### src/include/core_settings.svh
// core widths and reset vector, included by the package and any RTL file that sizes from them
`ifndef CORE_SETTINGS_SVH
`define CORE_SETTINGS_SVH

// integer register and address width
`define XLEN 64

// fixed 32-bit instruction encoding
`define INST_W 32

// architectural integer registers x0 to x31
`define REG_NUM 32

// first fetch address once reset is released
`define RESET_PC 64'h0000_0000_0000_0000

`endif

### src/design/rv_pkg.sv
// shared types and instruction encodings for the core, imported by each RTL module that uses them
`include "core_settings.svh"

package rv_pkg;

  // data and address word
  typedef logic [`XLEN-1:0] reg_t;

  // raw instruction word
  typedef logic [`INST_W-1:0] inst_t;

  // register index
  typedef logic [$clog2(`REG_NUM)-1:0] reg_addr_t;

  // major opcode taken from inst[6:2]
  typedef enum logic [4:0] {
    op_imm    = 5'b00100,
    op_auipc  = 5'b00101,
    op_branch = 5'b11000,
    op_jalr   = 5'b11001,
    op_jal    = 5'b11011
  } opcode_t;

  typedef logic [2:0] funct3_t;

  // op-imm group
  localparam funct3_t f3_addi  = 3'b000;
  localparam funct3_t f3_slti  = 3'b010;
  localparam funct3_t f3_sltiu = 3'b011;

  // branch group
  localparam funct3_t f3_beq  = 3'b000;
  localparam funct3_t f3_bne  = 3'b001;
  localparam funct3_t f3_blt  = 3'b100;
  localparam funct3_t f3_bge  = 3'b101;
  localparam funct3_t f3_bltu = 3'b110;
  localparam funct3_t f3_bgeu = 3'b111;

endpackage

### src/design/if_stage.sv
// fetch stage holding the program counter, steered each clock by the execute stage jump request
`timescale 1ns/10ps
`include "core_settings.svh"

module if_stage (
  input  logic         clk,
  input  logic         rst,
  input  logic         pc_jmp,
  input  rv_pkg::reg_t pc_jmpaddr,
  output rv_pkg::reg_t pc,
  output logic         inst_ena
);

  import rv_pkg::*;

  reg_t pc_next;

  // taken jump or branch wins over the sequential address
  assign pc_next = pc_jmp ? pc_jmpaddr : pc + reg_t'(4);

  // one instruction retires per clock so pc moves every cycle out of reset
  always_ff @(posedge clk) begin
    if (rst) begin
      pc <= `RESET_PC;
    end else begin
      pc <= pc_next;
    end
  end

  // fetch enabled in every cycle out of reset
  assign inst_ena = ~rst;

  // catches misaligned jal or branch targets coming back from decode and execute
  pc_align_a: assert property (@(posedge clk) disable iff (rst)
    inst_ena |-> (pc[1:0] == 2'b00))
    else $error("fetch address %h is not word aligned", pc);

endmodule

### config.mk
export PLATFORM = sky130hd
export DESIGN_NAME = if_stage
export DESIGN_NICKNAME = d
export VERILOG_FILES = /design/src/design/rv_pkg.sv /design/src/design/if_stage.sv
export VERILOG_INCLUDE_DIRS = /design/src /design/src/include
export SDC_FILE = /design/constraint.sdc
export NUM_CORES = 1
export LEC_CHECK = 0
export ABC_AREA = 1
export BUFFER_PORTS_ARGS = -buffer_cell sky130_fd_sc_hd__buf_4
export CAP_MARGIN = 10
export CORE_MARGIN = 2
export CORE_UTILIZATION = 57
export DETAILED_ROUTE_END_ITERATION = 10
export HOLD_SLACK_MARGIN = 0.15
export PLACE_DENSITY_LB_ADDON = 0.3
export SLEW_MARGIN = 20
export SYNTH_ARGS = -nofsm -noshare
export SYNTH_HDL_FRONTEND = slang
export SYNTH_SLANG_ARGS = --single-unit
### constraint.sdc
create_clock -name clk -period 3.8 [get_ports clk]
set_input_delay 0.76 -clock clk [delete_from_list [all_inputs] [get_ports clk]]
set_output_delay 0.76 -clock clk [all_outputs]
set_load 0.02 [all_outputs]
Word-level counts from Yosys, hierarchy flattened --
Index checks and enable logic that the tools add are counted.
Word-level totals: bits in registers 64, bits in latches 0, bits in writable memories 0, memory bits (read-only) 0, input bits 67, output and inout bits 65, logic and storage cells 4, memories 0
Operators by class: add/subtract/negate cells 1, multipliers 0, divide/modulo/power cells 0, order comparisons 0, equality and inequality tests 0, shifts and indexed selects 0, muxes and demuxes 1, bitwise operators 1, reductions and logical operators 0
Operators with widths (count):
- 64-bit by 3-bit adder with 64-bit output (second input constant) | 1
- 64-bit two-way mux | 1
- 1-bit inverter | 1

Depth between registers and ports, before layout --
depth after elaboration 2, gate-level depth with buffers 11, mapped depth without buffers 11

Least setup slack after synthesis --
No wires, ideal clock.
kind in2out, start in rst, end out inst_ena, arrival 1.334 ns, data required time 3.040 ns, setup slack 1.706 ns, stages on the path 3, path buffers 2, cells stage by stage clkbuf_1 inv_1 clkbuf_1
Between the ends: word-level cells in the longest chain between the ends 1
RTL lines:
- from (decl) | line if_stage.sv:7 | input logic rst,
- 1-bit inverter | line if_stage.sv:31 | assign inst_ena = ~rst;
- to (decl) | line if_stage.sv:11 | output logic inst_ena
Every way passes these cells.

Worst setup path after layout --
Same ends and word-level chain as after synthesis.

==> impl_metrics.ini <==
[floorplan]
die-area_um2 = 8577
die_h_um = 92.61
fp.dieW_um = 92.61
row_count = 32
io_pins = 132
start_util_pct = 58.52
design.core.area_um2 = 7647

[placement]
gp_congestion = 1.010
hpwl_um = 11480
port_buffers = 131

[synthesis]
syn_inst = 799
syn_nets = 867
syn_area_per_cell_um2 = 5.601
yosys.area.top_type_share_pct = 28.63
ys_seq_area_share_pct = 28.63
synth-seq-cells = 64
synth.distinct_cells = 24
synth_area_leader_cell = dfxtp_1
syn_area_um2 = 4476
synth_warnings = 0
yosys-top-cells-area = dfxtp_1, nor2_1, nand2_1, inv_1, nand3_1

[hold_path]
min_path_cells = 2
whs_endpoint = pc[0]$_SDFFE_PP0P_
min_from = pc[0]$_SDFFE_PP0P_
hold_class = reg -> reg

[clocking]
clk_latency_ns = 0.35
cts_buffer_depth = 2
cts_htree_levels = 3
numCtsBuffers = 9
clk_pin_slew_ns = 0.07
ctsRootBufferMaster = clkbuf_8
ctsHoldBuffers = 0
ctsResizeCount = 0
post-cts-setup-buffers = 0
cts_tree = built
clock-sinks = 64

[grt]
grt_use_total_pct = 35.43
antenna_found_initial = 0
overflow = 0
grt_max_degree = 57
grt_pass1_wl_um = 23940
grt_pass1_vias = 5005

[drt]
routed_via_density = 5.161
dr.pass1.iters = 5
routed_wl_um = 14760
remaining_drc_errors = 0
drt_iter0_markers = 405
postRouteAntennaNets = 0
wl_per_cell_um = 14.34
vias = 5311

[cells_and_area]
layout-drive-gt1-share_pct = 18.77
fin_util_pct = 74.72
areaGrowthSynthToFinish_pct = 27.68
multi_input_area_um2 = 2654
antenna_cells = 0
reg_top3 = pc x64
regMostFlops = pc
layout.nets = 990
fillers = 654
largest_register_ffs = 64
regArea_um2 = 1281

[setup_path]
arrival_ns = 1.78
r2r_setup_slack_ns = 1.85
crit_path_start_kind = input pin
r2r-start = pc[37]$_SDFF_PP0_
endpoint_kind = primary output
critPathMaxFanout = 52
crit_required_ns = 3.04
timing.rr.end = pc[63]$_SDFF_PP0_
critPathKind = in -> out
r2r_cells = 9

[timing]
rsz0062_at_grt = no
max_freq_mhz = 393.5
fin_hold_ws_ns = 0.5223
finalSetupViolCount = 0
min_period_ns = 2.541
max_slew_margin_pct = 63.06
clock_skew_ns = 0.01347
hold_viol_final = 0
worstMarginPinSlew_ns = 0.5541
setup-tns-final_ns = 0
period_share_pct = 66.87
maxSlewViolCount = 0

[job]
cap_violations = 0

[power]
p_per_area_nw_per_um2 = 308.7
p_total_mw = 1.764
ir_drop_mv = 0.2126
power_leakage_nw = 2.862

[run_status]
status = completed
==> area by class of cell <==
type | instances | area share [%]
well taps | 102 | 2.233
flip-flops and latches | 64 | 22.42
inverters | 121 | 7.948
multi-input cells | 593 | 46.44
clock buffers | 13 | 2.781
clock inverters | 3 | 0.7007
repair buffers | 133 | 17.47
==> cells by family after synthesis <==
| group | synth area share [%] |
|---|---|
| and+or+nand+nor | 46.91 |
| buffers and inverters | 12.08 |
| DFF | 28.63 |
| AOI/OAI and AO/OA | 6.430 |
| xor gates and xnor gates | 5.675 |
| adders and majority gates | 0.2795 |
==> critical path: stages <==
cell	delay, ns
buf_4	0.45
inv_1	0.32
buf_4	0.24
==> placed cells by master (no fill, tap or decap) <==
master,Yosys,final
nand4_1,10,10
nand3_2,1,1
dfxtp_1,64,64
nor2_1,213,213
nor2_2,9,9
nand2_1,197,197
o21ai_1,14,14
o21bai_1,1,1
nor3_2,1,1
bufinv_16,0,1
xor2_1,15,15
clkbuf_8,0,11
clkbuf_1,13,2
nor2_4,5,5
xnor2_1,14,14
a21oi_1,10,10
nand2_2,9,9
inv_2,1,2
clkinv_2,0,2
inv_1,120,119
nand3_1,59,59
or2_0,1,1
ha_1,1,1
o21ai_0,32,32
nand3b_1,1,1
buf_4,0,133
==> where the power goes <==
| part | switching [mW] | total (mW) | internal (mW) |
|---|---|---|---|
| sequential | 0.0672 | 0.786 | 0.719 |
| clock | 0.279 | 0.617 | 0.338 |
| combinational | 0.196 | 0.360 | 0.164 |
| total | 0.543 | 1.76 | 1.22 |
==> layer usage <==
metal	global-route usage, %	share of wire, %	vias to the layer above
met5	0	0	-
met4	13.97	3.6	0
li1	-	-	2661
met3	7.242	8.5	42
met2	58.58	46	251
met1	45.40	42	2357
==> cell usage after synthesis <==
cell,instances
dfxtp_1,64
buf_2,6
nand3_2,1
nand4_1,10
nand2_2,9
nand3b_1,1
nor3_2,1
xnor2_1,14
o21ai_1,14
o21bai_1,1
nor2_4,5
nand2_1,197
o21ai_0,32
inv_1,120
clkbuf_1,13
nand3_1,59
buf_1,2
ha_1,1
xor2_1,15
nor2_2,9
or2_0,1
nor2_1,213
inv_2,1
a21oi_1,10
==> how the worst max path moves through the flow <==
stage,slack [ns],end,start
2_1_floorplan,1.71,inst_ena,rst
3_5_place_dp,1.26,inst_ena,rst
6_report,1.26,inst_ena,rst
5_1_grt,1.14,inst_ena,rst
3_3_place_gp,1.35,inst_ena,rst
4_1_cts,1.28,inst_ena,rst
==> metrics by stage <==
| stage | cells | worst slack, ns | area (um^2) |
|---|---|---|---|
| floorplan | 799 | 1.706 | 4476 |
| global placement | 1013 | 1.349 | 5515 |
| detailed placement | 1013 | 1.262 | 5515 |
| CTS | 1029 | 1.276 | 5714 |
| global route | 1029 | 1.137 | 5714 |
| finish | 1029 | 1.259 | 5714 |
(Power assumes the default switching activity.)
