===== src/include/core_settings.svh =====
// core widths and reset vector, included by the package and any RTL file that sizes from them
`ifndef CORE_SETTINGS_SVH
`define CORE_SETTINGS_SVH

// integer register and address width
`define XLEN 64

// fixed 32-bit instruction encoding
`define INST_W 32

// architectural integer registers x0 to x31
`define REG_NUM 32

// first fetch address once reset is released
`define RESET_PC 64'h0000_0000_0000_0000

`endif


===== src/design/rv_pkg.sv =====
// shared types and instruction encodings for the core, imported by each RTL module that uses them
`include "core_settings.svh"

package rv_pkg;

  // data and address word
  typedef logic [`XLEN-1:0] reg_t;

  // raw instruction word
  typedef logic [`INST_W-1:0] inst_t;

  // register index
  typedef logic [$clog2(`REG_NUM)-1:0] reg_addr_t;

  // major opcode taken from inst[6:2]
  typedef enum logic [4:0] {
    op_imm    = 5'b00100,
    op_auipc  = 5'b00101,
    op_branch = 5'b11000,
    op_jalr   = 5'b11001,
    op_jal    = 5'b11011
  } opcode_t;

  typedef logic [2:0] funct3_t;

  // op-imm group
  localparam funct3_t f3_addi  = 3'b000;
  localparam funct3_t f3_slti  = 3'b010;
  localparam funct3_t f3_sltiu = 3'b011;

  // branch group
  localparam funct3_t f3_beq  = 3'b000;
  localparam funct3_t f3_bne  = 3'b001;
  localparam funct3_t f3_blt  = 3'b100;
  localparam funct3_t f3_bge  = 3'b101;
  localparam funct3_t f3_bltu = 3'b110;
  localparam funct3_t f3_bgeu = 3'b111;

endpackage


===== src/design/exe_stage.sv =====
// execute stage producing the register write, the branch decision and the jump target
`timescale 1ns/10ps

module exe_stage (
  input  logic            rst,
  input  rv_pkg::opcode_t inst_opcode,
  input  rv_pkg::funct3_t inst_funct3,
  input  rv_pkg::reg_t    op1,
  input  rv_pkg::reg_t    op2,
  input  rv_pkg::reg_t    t1,
  output logic            pc_jmp,
  output rv_pkg::reg_t    pc_jmpaddr,
  output logic            rd_wen,
  output rv_pkg::reg_t    rd_wdata
);

  import rv_pkg::*;

  logic br_taken;
  reg_t jalr_sum;

  assign jalr_sum = op1 + op2;

  // condition for the six branch compares
  always_comb begin
    case (inst_funct3)
      f3_beq:  br_taken = (op1 == op2);
      f3_bne:  br_taken = (op1 != op2);
      f3_blt:  br_taken = ($signed(op1) < $signed(op2));
      f3_bge:  br_taken = ($signed(op1) >= $signed(op2));
      f3_bltu: br_taken = (op1 < op2);
      f3_bgeu: br_taken = (op1 >= op2);
      default: br_taken = 1'b0;
    endcase
  end

  always_comb begin
    rd_wen     = 1'b0;
    rd_wdata   = '0;
    pc_jmp     = 1'b0;
    pc_jmpaddr = '0;
    case (inst_opcode)
      op_auipc: begin
        rd_wen   = 1'b1;
        rd_wdata = op1 + op2;
      end
      op_imm: begin
        case (inst_funct3)
          f3_addi: begin
            rd_wen   = 1'b1;
            rd_wdata = op1 + op2;
          end
          f3_slti: begin
            rd_wen   = 1'b1;
            rd_wdata = reg_t'($signed(op1) < $signed(op2));
          end
          f3_sltiu: begin
            rd_wen   = 1'b1;
            rd_wdata = reg_t'(op1 < op2);
          end
          default: begin
            // other op-imm encodings are not implemented
          end
        endcase
      end
      op_jal: begin
        rd_wen     = 1'b1;
        rd_wdata   = op1;
        pc_jmp     = 1'b1;
        pc_jmpaddr = op2;
      end
      op_jalr: begin
        // target drops bit 0 of the sum
        rd_wen     = 1'b1;
        rd_wdata   = t1;
        pc_jmp     = 1'b1;
        pc_jmpaddr = jalr_sum & ~reg_t'(1);
      end
      op_branch: begin
        pc_jmp     = br_taken;
        pc_jmpaddr = t1;
      end
      default: begin
        // no write and fall through to pc + 4
      end
    endcase
    // nothing retires while in reset
    if (rst) begin
      rd_wen = 1'b0;
      pc_jmp = 1'b0;
    end
  end

endmodule


===== config.mk =====
export PLATFORM = sky130hd
export DESIGN_NAME = exe_stage
export DESIGN_NICKNAME = d
export VERILOG_FILES = /design/src/design/rv_pkg.sv /design/src/design/exe_stage.sv
export VERILOG_INCLUDE_DIRS = /design/src /design/src/include
export SDC_FILE = /design/constraint.sdc
export NUM_CORES = 1
export LEC_CHECK = 0
export BUFFER_PORTS_ARGS = -buffer_cell sky130_fd_sc_hd__buf_2
export CAP_MARGIN = 20
export CORE_MARGIN = 2
export CORE_UTILIZATION = 49
export DETAILED_ROUTE_END_ITERATION = 8
export GPL_TIMING_DRIVEN = 0
export PLACE_DENSITY = 0.92
export SETUP_SLACK_MARGIN = 0.4
export SLEW_MARGIN = 20
export SYNTH_ARGS = -nofsm -noshare
export SYNTH_HDL_FRONTEND = slang
export SYNTH_SLANG_ARGS = --single-unit

===== constraint.sdc =====
create_clock -name vclk -period 6.5
set_input_delay 1.3 -clock vclk [all_inputs]
set_output_delay 1.3 -clock vclk [all_outputs]
set_load 0.03 [all_outputs]

[Word level (Yosys, flattened, before mapping)]
Cells that the tools add are included.
W data, S select, Z words.
Cells by class
  add/subtract/negate cells: 1
  order comparisons: 4
  eq/ne operators: 14
  multiplexer cells: 9
  reductions and logical operators: 4
Operator list (count)
  $pmux W64 S3: 2
  $pmux W64 S4: 1
  $ge A64 B64 Y1: 2
  $lt A64 B64 Y1: 2
  $add A64 B64 Y64: 1
  $eq A64 B64 Y1: 1
  $ne A64 B64 Y1: 1
  $eq A5 B5 Y1 const B: 3
  $eq A3 B3 Y1 const B: 4
  $eq A5 B3 Y1 const B: 2
  $eq A3 B2 Y1 const B: 2
  $pmux W1 S6: 1
  $reduce_or A3 Y1: 2
  $pmux W1 S2: 2
  $eq A3 B1 Y1 const B: 1
  $logic_not A3 Y1: 1
  $mux W1: 3
  $reduce_or A2 Y1: 1
Word-level totals
  register bits: 0
  input port bits: 201
  output and inout port bits: 130
  word-level logic and storage cells: 32

[Logic depth before layout (Yosys ltp)]
  word-level depth: 5
  gate-level depth with buffers: 14

[Worst setup path after synthesis]
Ideal clock, no wire load.
  path kind: input port to output port
  start: in op2[21]
  end: out pc_jmpaddr[56]
  arrival time: 4.252 ns
  required time: 5.200 ns
  slack: 0.948 ns
  cell stages on the path: 14
  path buffers: 1
  cells stage by stage: inv_1 > ha_1 > buf_2 > inv_1 > a21o_1 > a2111o_1 > a311oi_1 > nor4b_1 > o22ai_2 > o21ai_2 > a41oi_2 > o21ai_1 > xnor2_1 > o21ai_0
Between the ends
  cells in the longest elaborated chain, start to end: 2
RTL lines
  start, declared: line exe_stage.sv:9  | input rv_pkg::reg_t op2,
  $add A64 B64 Y64: line exe_stage.sv:22  | assign jalr_sum = op1 + op2;
  $pmux W64 S3: line exe_stage.sv:42  | case (inst_opcode)
  end, declared: line exe_stage.sv:12  | output rv_pkg::reg_t pc_jmpaddr,
No other way between the ends.

[Final worst setup path]
  start: in op1[4]
  end: out rd_wdata[63]
Between the ends
  cells in the longest elaborated chain, start to end: 3
RTL lines
  start, declared: line exe_stage.sv:8  | input rv_pkg::reg_t op1,
  $add A64 B64 Y64 (*): line exe_stage.sv:45, exe_stage.sv:51
  $pmux W64 S3: line exe_stage.sv:48  | case (inst_funct3)
  $pmux W64 S4 (*): line exe_stage.sv:42
  end, declared: line exe_stage.sv:14  | output rv_pkg::reg_t rd_wdata
Every way passes the cells marked *; elsewhere a longest branch is shown, timed or not.

==> impl_results.md <==
* Status: completed
* Pins Over Slew Limit at 0
* Die area at ~0.018 mm^2
* Vias at 11305
* First-pass GRT wire length at 55.7 mm
* Initial antenna violation count at 2
* Total Routing Usage GR at around 38%
* Mapped Cells at 1259
* PnR worst setup slack at 492 ps
* Crit path time final at 6010 ps
* Post-synthesis cell type count at 84
* Vias in the first global route at 10400
* Total of max-cap violations at 0
* Proportion of synthesized chip area in sequential cells at 0%
* Die height at 135 um
* Max-slew headroom at between 10% and 20%
* Setup crit end kind: primary output
* Mean Syn Cell Area at 6.64 um^2
* CP max FO at 6
* Max Freq at 166 MHz
* Core area at 0.0166 mm^2
* Slew @ Worst Pin at 1240 ps
* Pwr Total at 0.000929 W
* Antenna Violating Nets Remaining at 0
* DRT Wirelength at 37.6 mm
* Filler cells at 1596
* Starting Density at 50.3%
* Worst Setup SP: op1[4]
* Port bufs at 330
* Hold crit path type: input port to primary output
* Post-synth top area cell: ha_1
* Share of cells above drive strength 1 at 24.6%
* Final Instance Area at 0.0104 mm^2
* Most frequent cells in the layout: buf_2, a21oi_1, inv_1
* Iteration-0 DRC Markers at 1404
* Layout sequential cell count at 0
* Setup Viol. Count Final at 0
* FP Rows at 47
* DRC violations left at 0
* Synth Cell Area at around 0.0084 mm^2
* DR WL/cell at 20.7 um
* PD cells at 89.7 mW/mm^2
* Pre-CTS WS at between 400 and 500 ps
* Worst Path Required at 5200 ps
* Hpwl dp at 30.0 mm
* Min-delay src: rst
* Arr. time, crit path at 4710 ps
* Synth top area share at 19.0%
* Synth area leaders: ha_1, mux2i_1, a21oi_1
* Crit-path slowest cell: o311ai_4
* Net count after synthesis at 1588
* Most common cell after layout, fill and taps aside: buf_2
* Sequential cell area at 0 um^2
* Critical Path Max Stage Delay at a little over 400 ps
* Drt first pass iters at 6
* Clkbuf count at 0
* IO Count at 331
* Leakage at 5.26 nW
* Worst setup path category: input port to primary output
* Layout Nets at 1922
* Largest net degree at the start of global routing at 11
* Maximum vdd ir drop at roughly 0.000046 V
* Final period util at 92.4%
* Vias per inst at 6.24
* Placer congestion estimate at 1.01
* Setup TNS at 0 ps
* Total grt overflow at 0
* CP dominant cell by count: buf_2
* Worst path cell trace: buf_2 > ha_1 > or2_2 > o311ai_4 > a21oi_2 > o21ai_4 > a41oi_4 > a311oi_2 > o22ai_2 > o41ai_4 > xor2_1 > o22ai_1 > buf_2
* RSZ-0062 raised after global routing: yes
* Synth warn at 0
* Dpl cell area at just over 0.01 mm^2
* CP Launch Type: input port
* P&R area growth vs syn at 23.8%
* Hold Violations, Final at 0
* Hold Buf Count CTS at 0
* Die Wd at 135 um
## where the power goes
part | switching (W) | leakage [nW] | internal [W]
clock network | 0 | 0.0000127 | 0.0000000000412
registers | 0 | 0 | 0
logic | 0.000588 | 5.26 | 0.000341
## worst paths after layout
kind	depth (start not counted)	to	slack (ps)
max	13	rd_wdata[63]	490
min	3	rd_wen	2900
## logic make-up after synthesis
kind of cell               share of synthesized area (%)
AOI/OAI and AO/OA                                   36.4
xor gates and xnor gates                            6.81
adders and majority gates                           19.2
buffers and inverters                               10.5
muxes                                               8.50
and+or+nand+nor                                     18.6
## synthesized netlist by cell type (all sizes together), types with 8 or more instances
library cell / instances
a211oi: 9
o31ai: 18
o21ai: 117
clkbuf: 59
xnor2: 58
a21o: 11
o21bai: 23
nor4: 19
inv: 128
a31oi: 8
nand2: 81
nor2b: 27
nand4: 14
a21oi: 134
nor2: 118
o211ai: 9
o22ai: 65
a32oi: 13
nor3: 23
mux2i: 71
buf: 17
a22o: 12
ha: 127
## worst max-delay path: cells and delay by family
kind / cells / cell delay (ps)
AO/OA/AOI/OAI: 8 / 2140
XOR/XNOR: 1 / 130
adder cells (fa/ha/maj): 1 / 390
buffers and inverters: 2 / 370
AND/OR/NAND/NOR: 1 / 350
## what timing repair did
action                     in CTS  in global routing
gates resized for setup         0                 10
setup endpoints to repair       0                 14
buffers inserted                0                  2
## stage by stage
stage | std cells | util (%) | hold WS (ps)
finish | 1813 | 62.2 | 2900
global placement | 1809 | 61.8 | 2900
CTS | 1809 | 61.9 | 2900
floorplan | 1259 | - | 2710
detailed placement | 1809 | 61.9 | 2890
global route | 1813 | 62.2 | 2910
## cell type report
cell class         count  area, um^2  share of cell area [%]
inverters            128         480                    4.64
plain buffers         77         399                    3.85
multi-input cells   1054        7530                    72.7
diodes                 2        5.00                  0.0483
well taps            220         275                    2.66
repair buffers       332        1670                    16.1
## layer usage
metal,GRT usage (%),share of wire (%),wire [um]
met1,50.9,40,15100
met2,61.6,44,16600
met4,17.2,5.2,1970
met3,6.08,10,3940
met5,0,0,0
(Power assumes the default switching activity.)
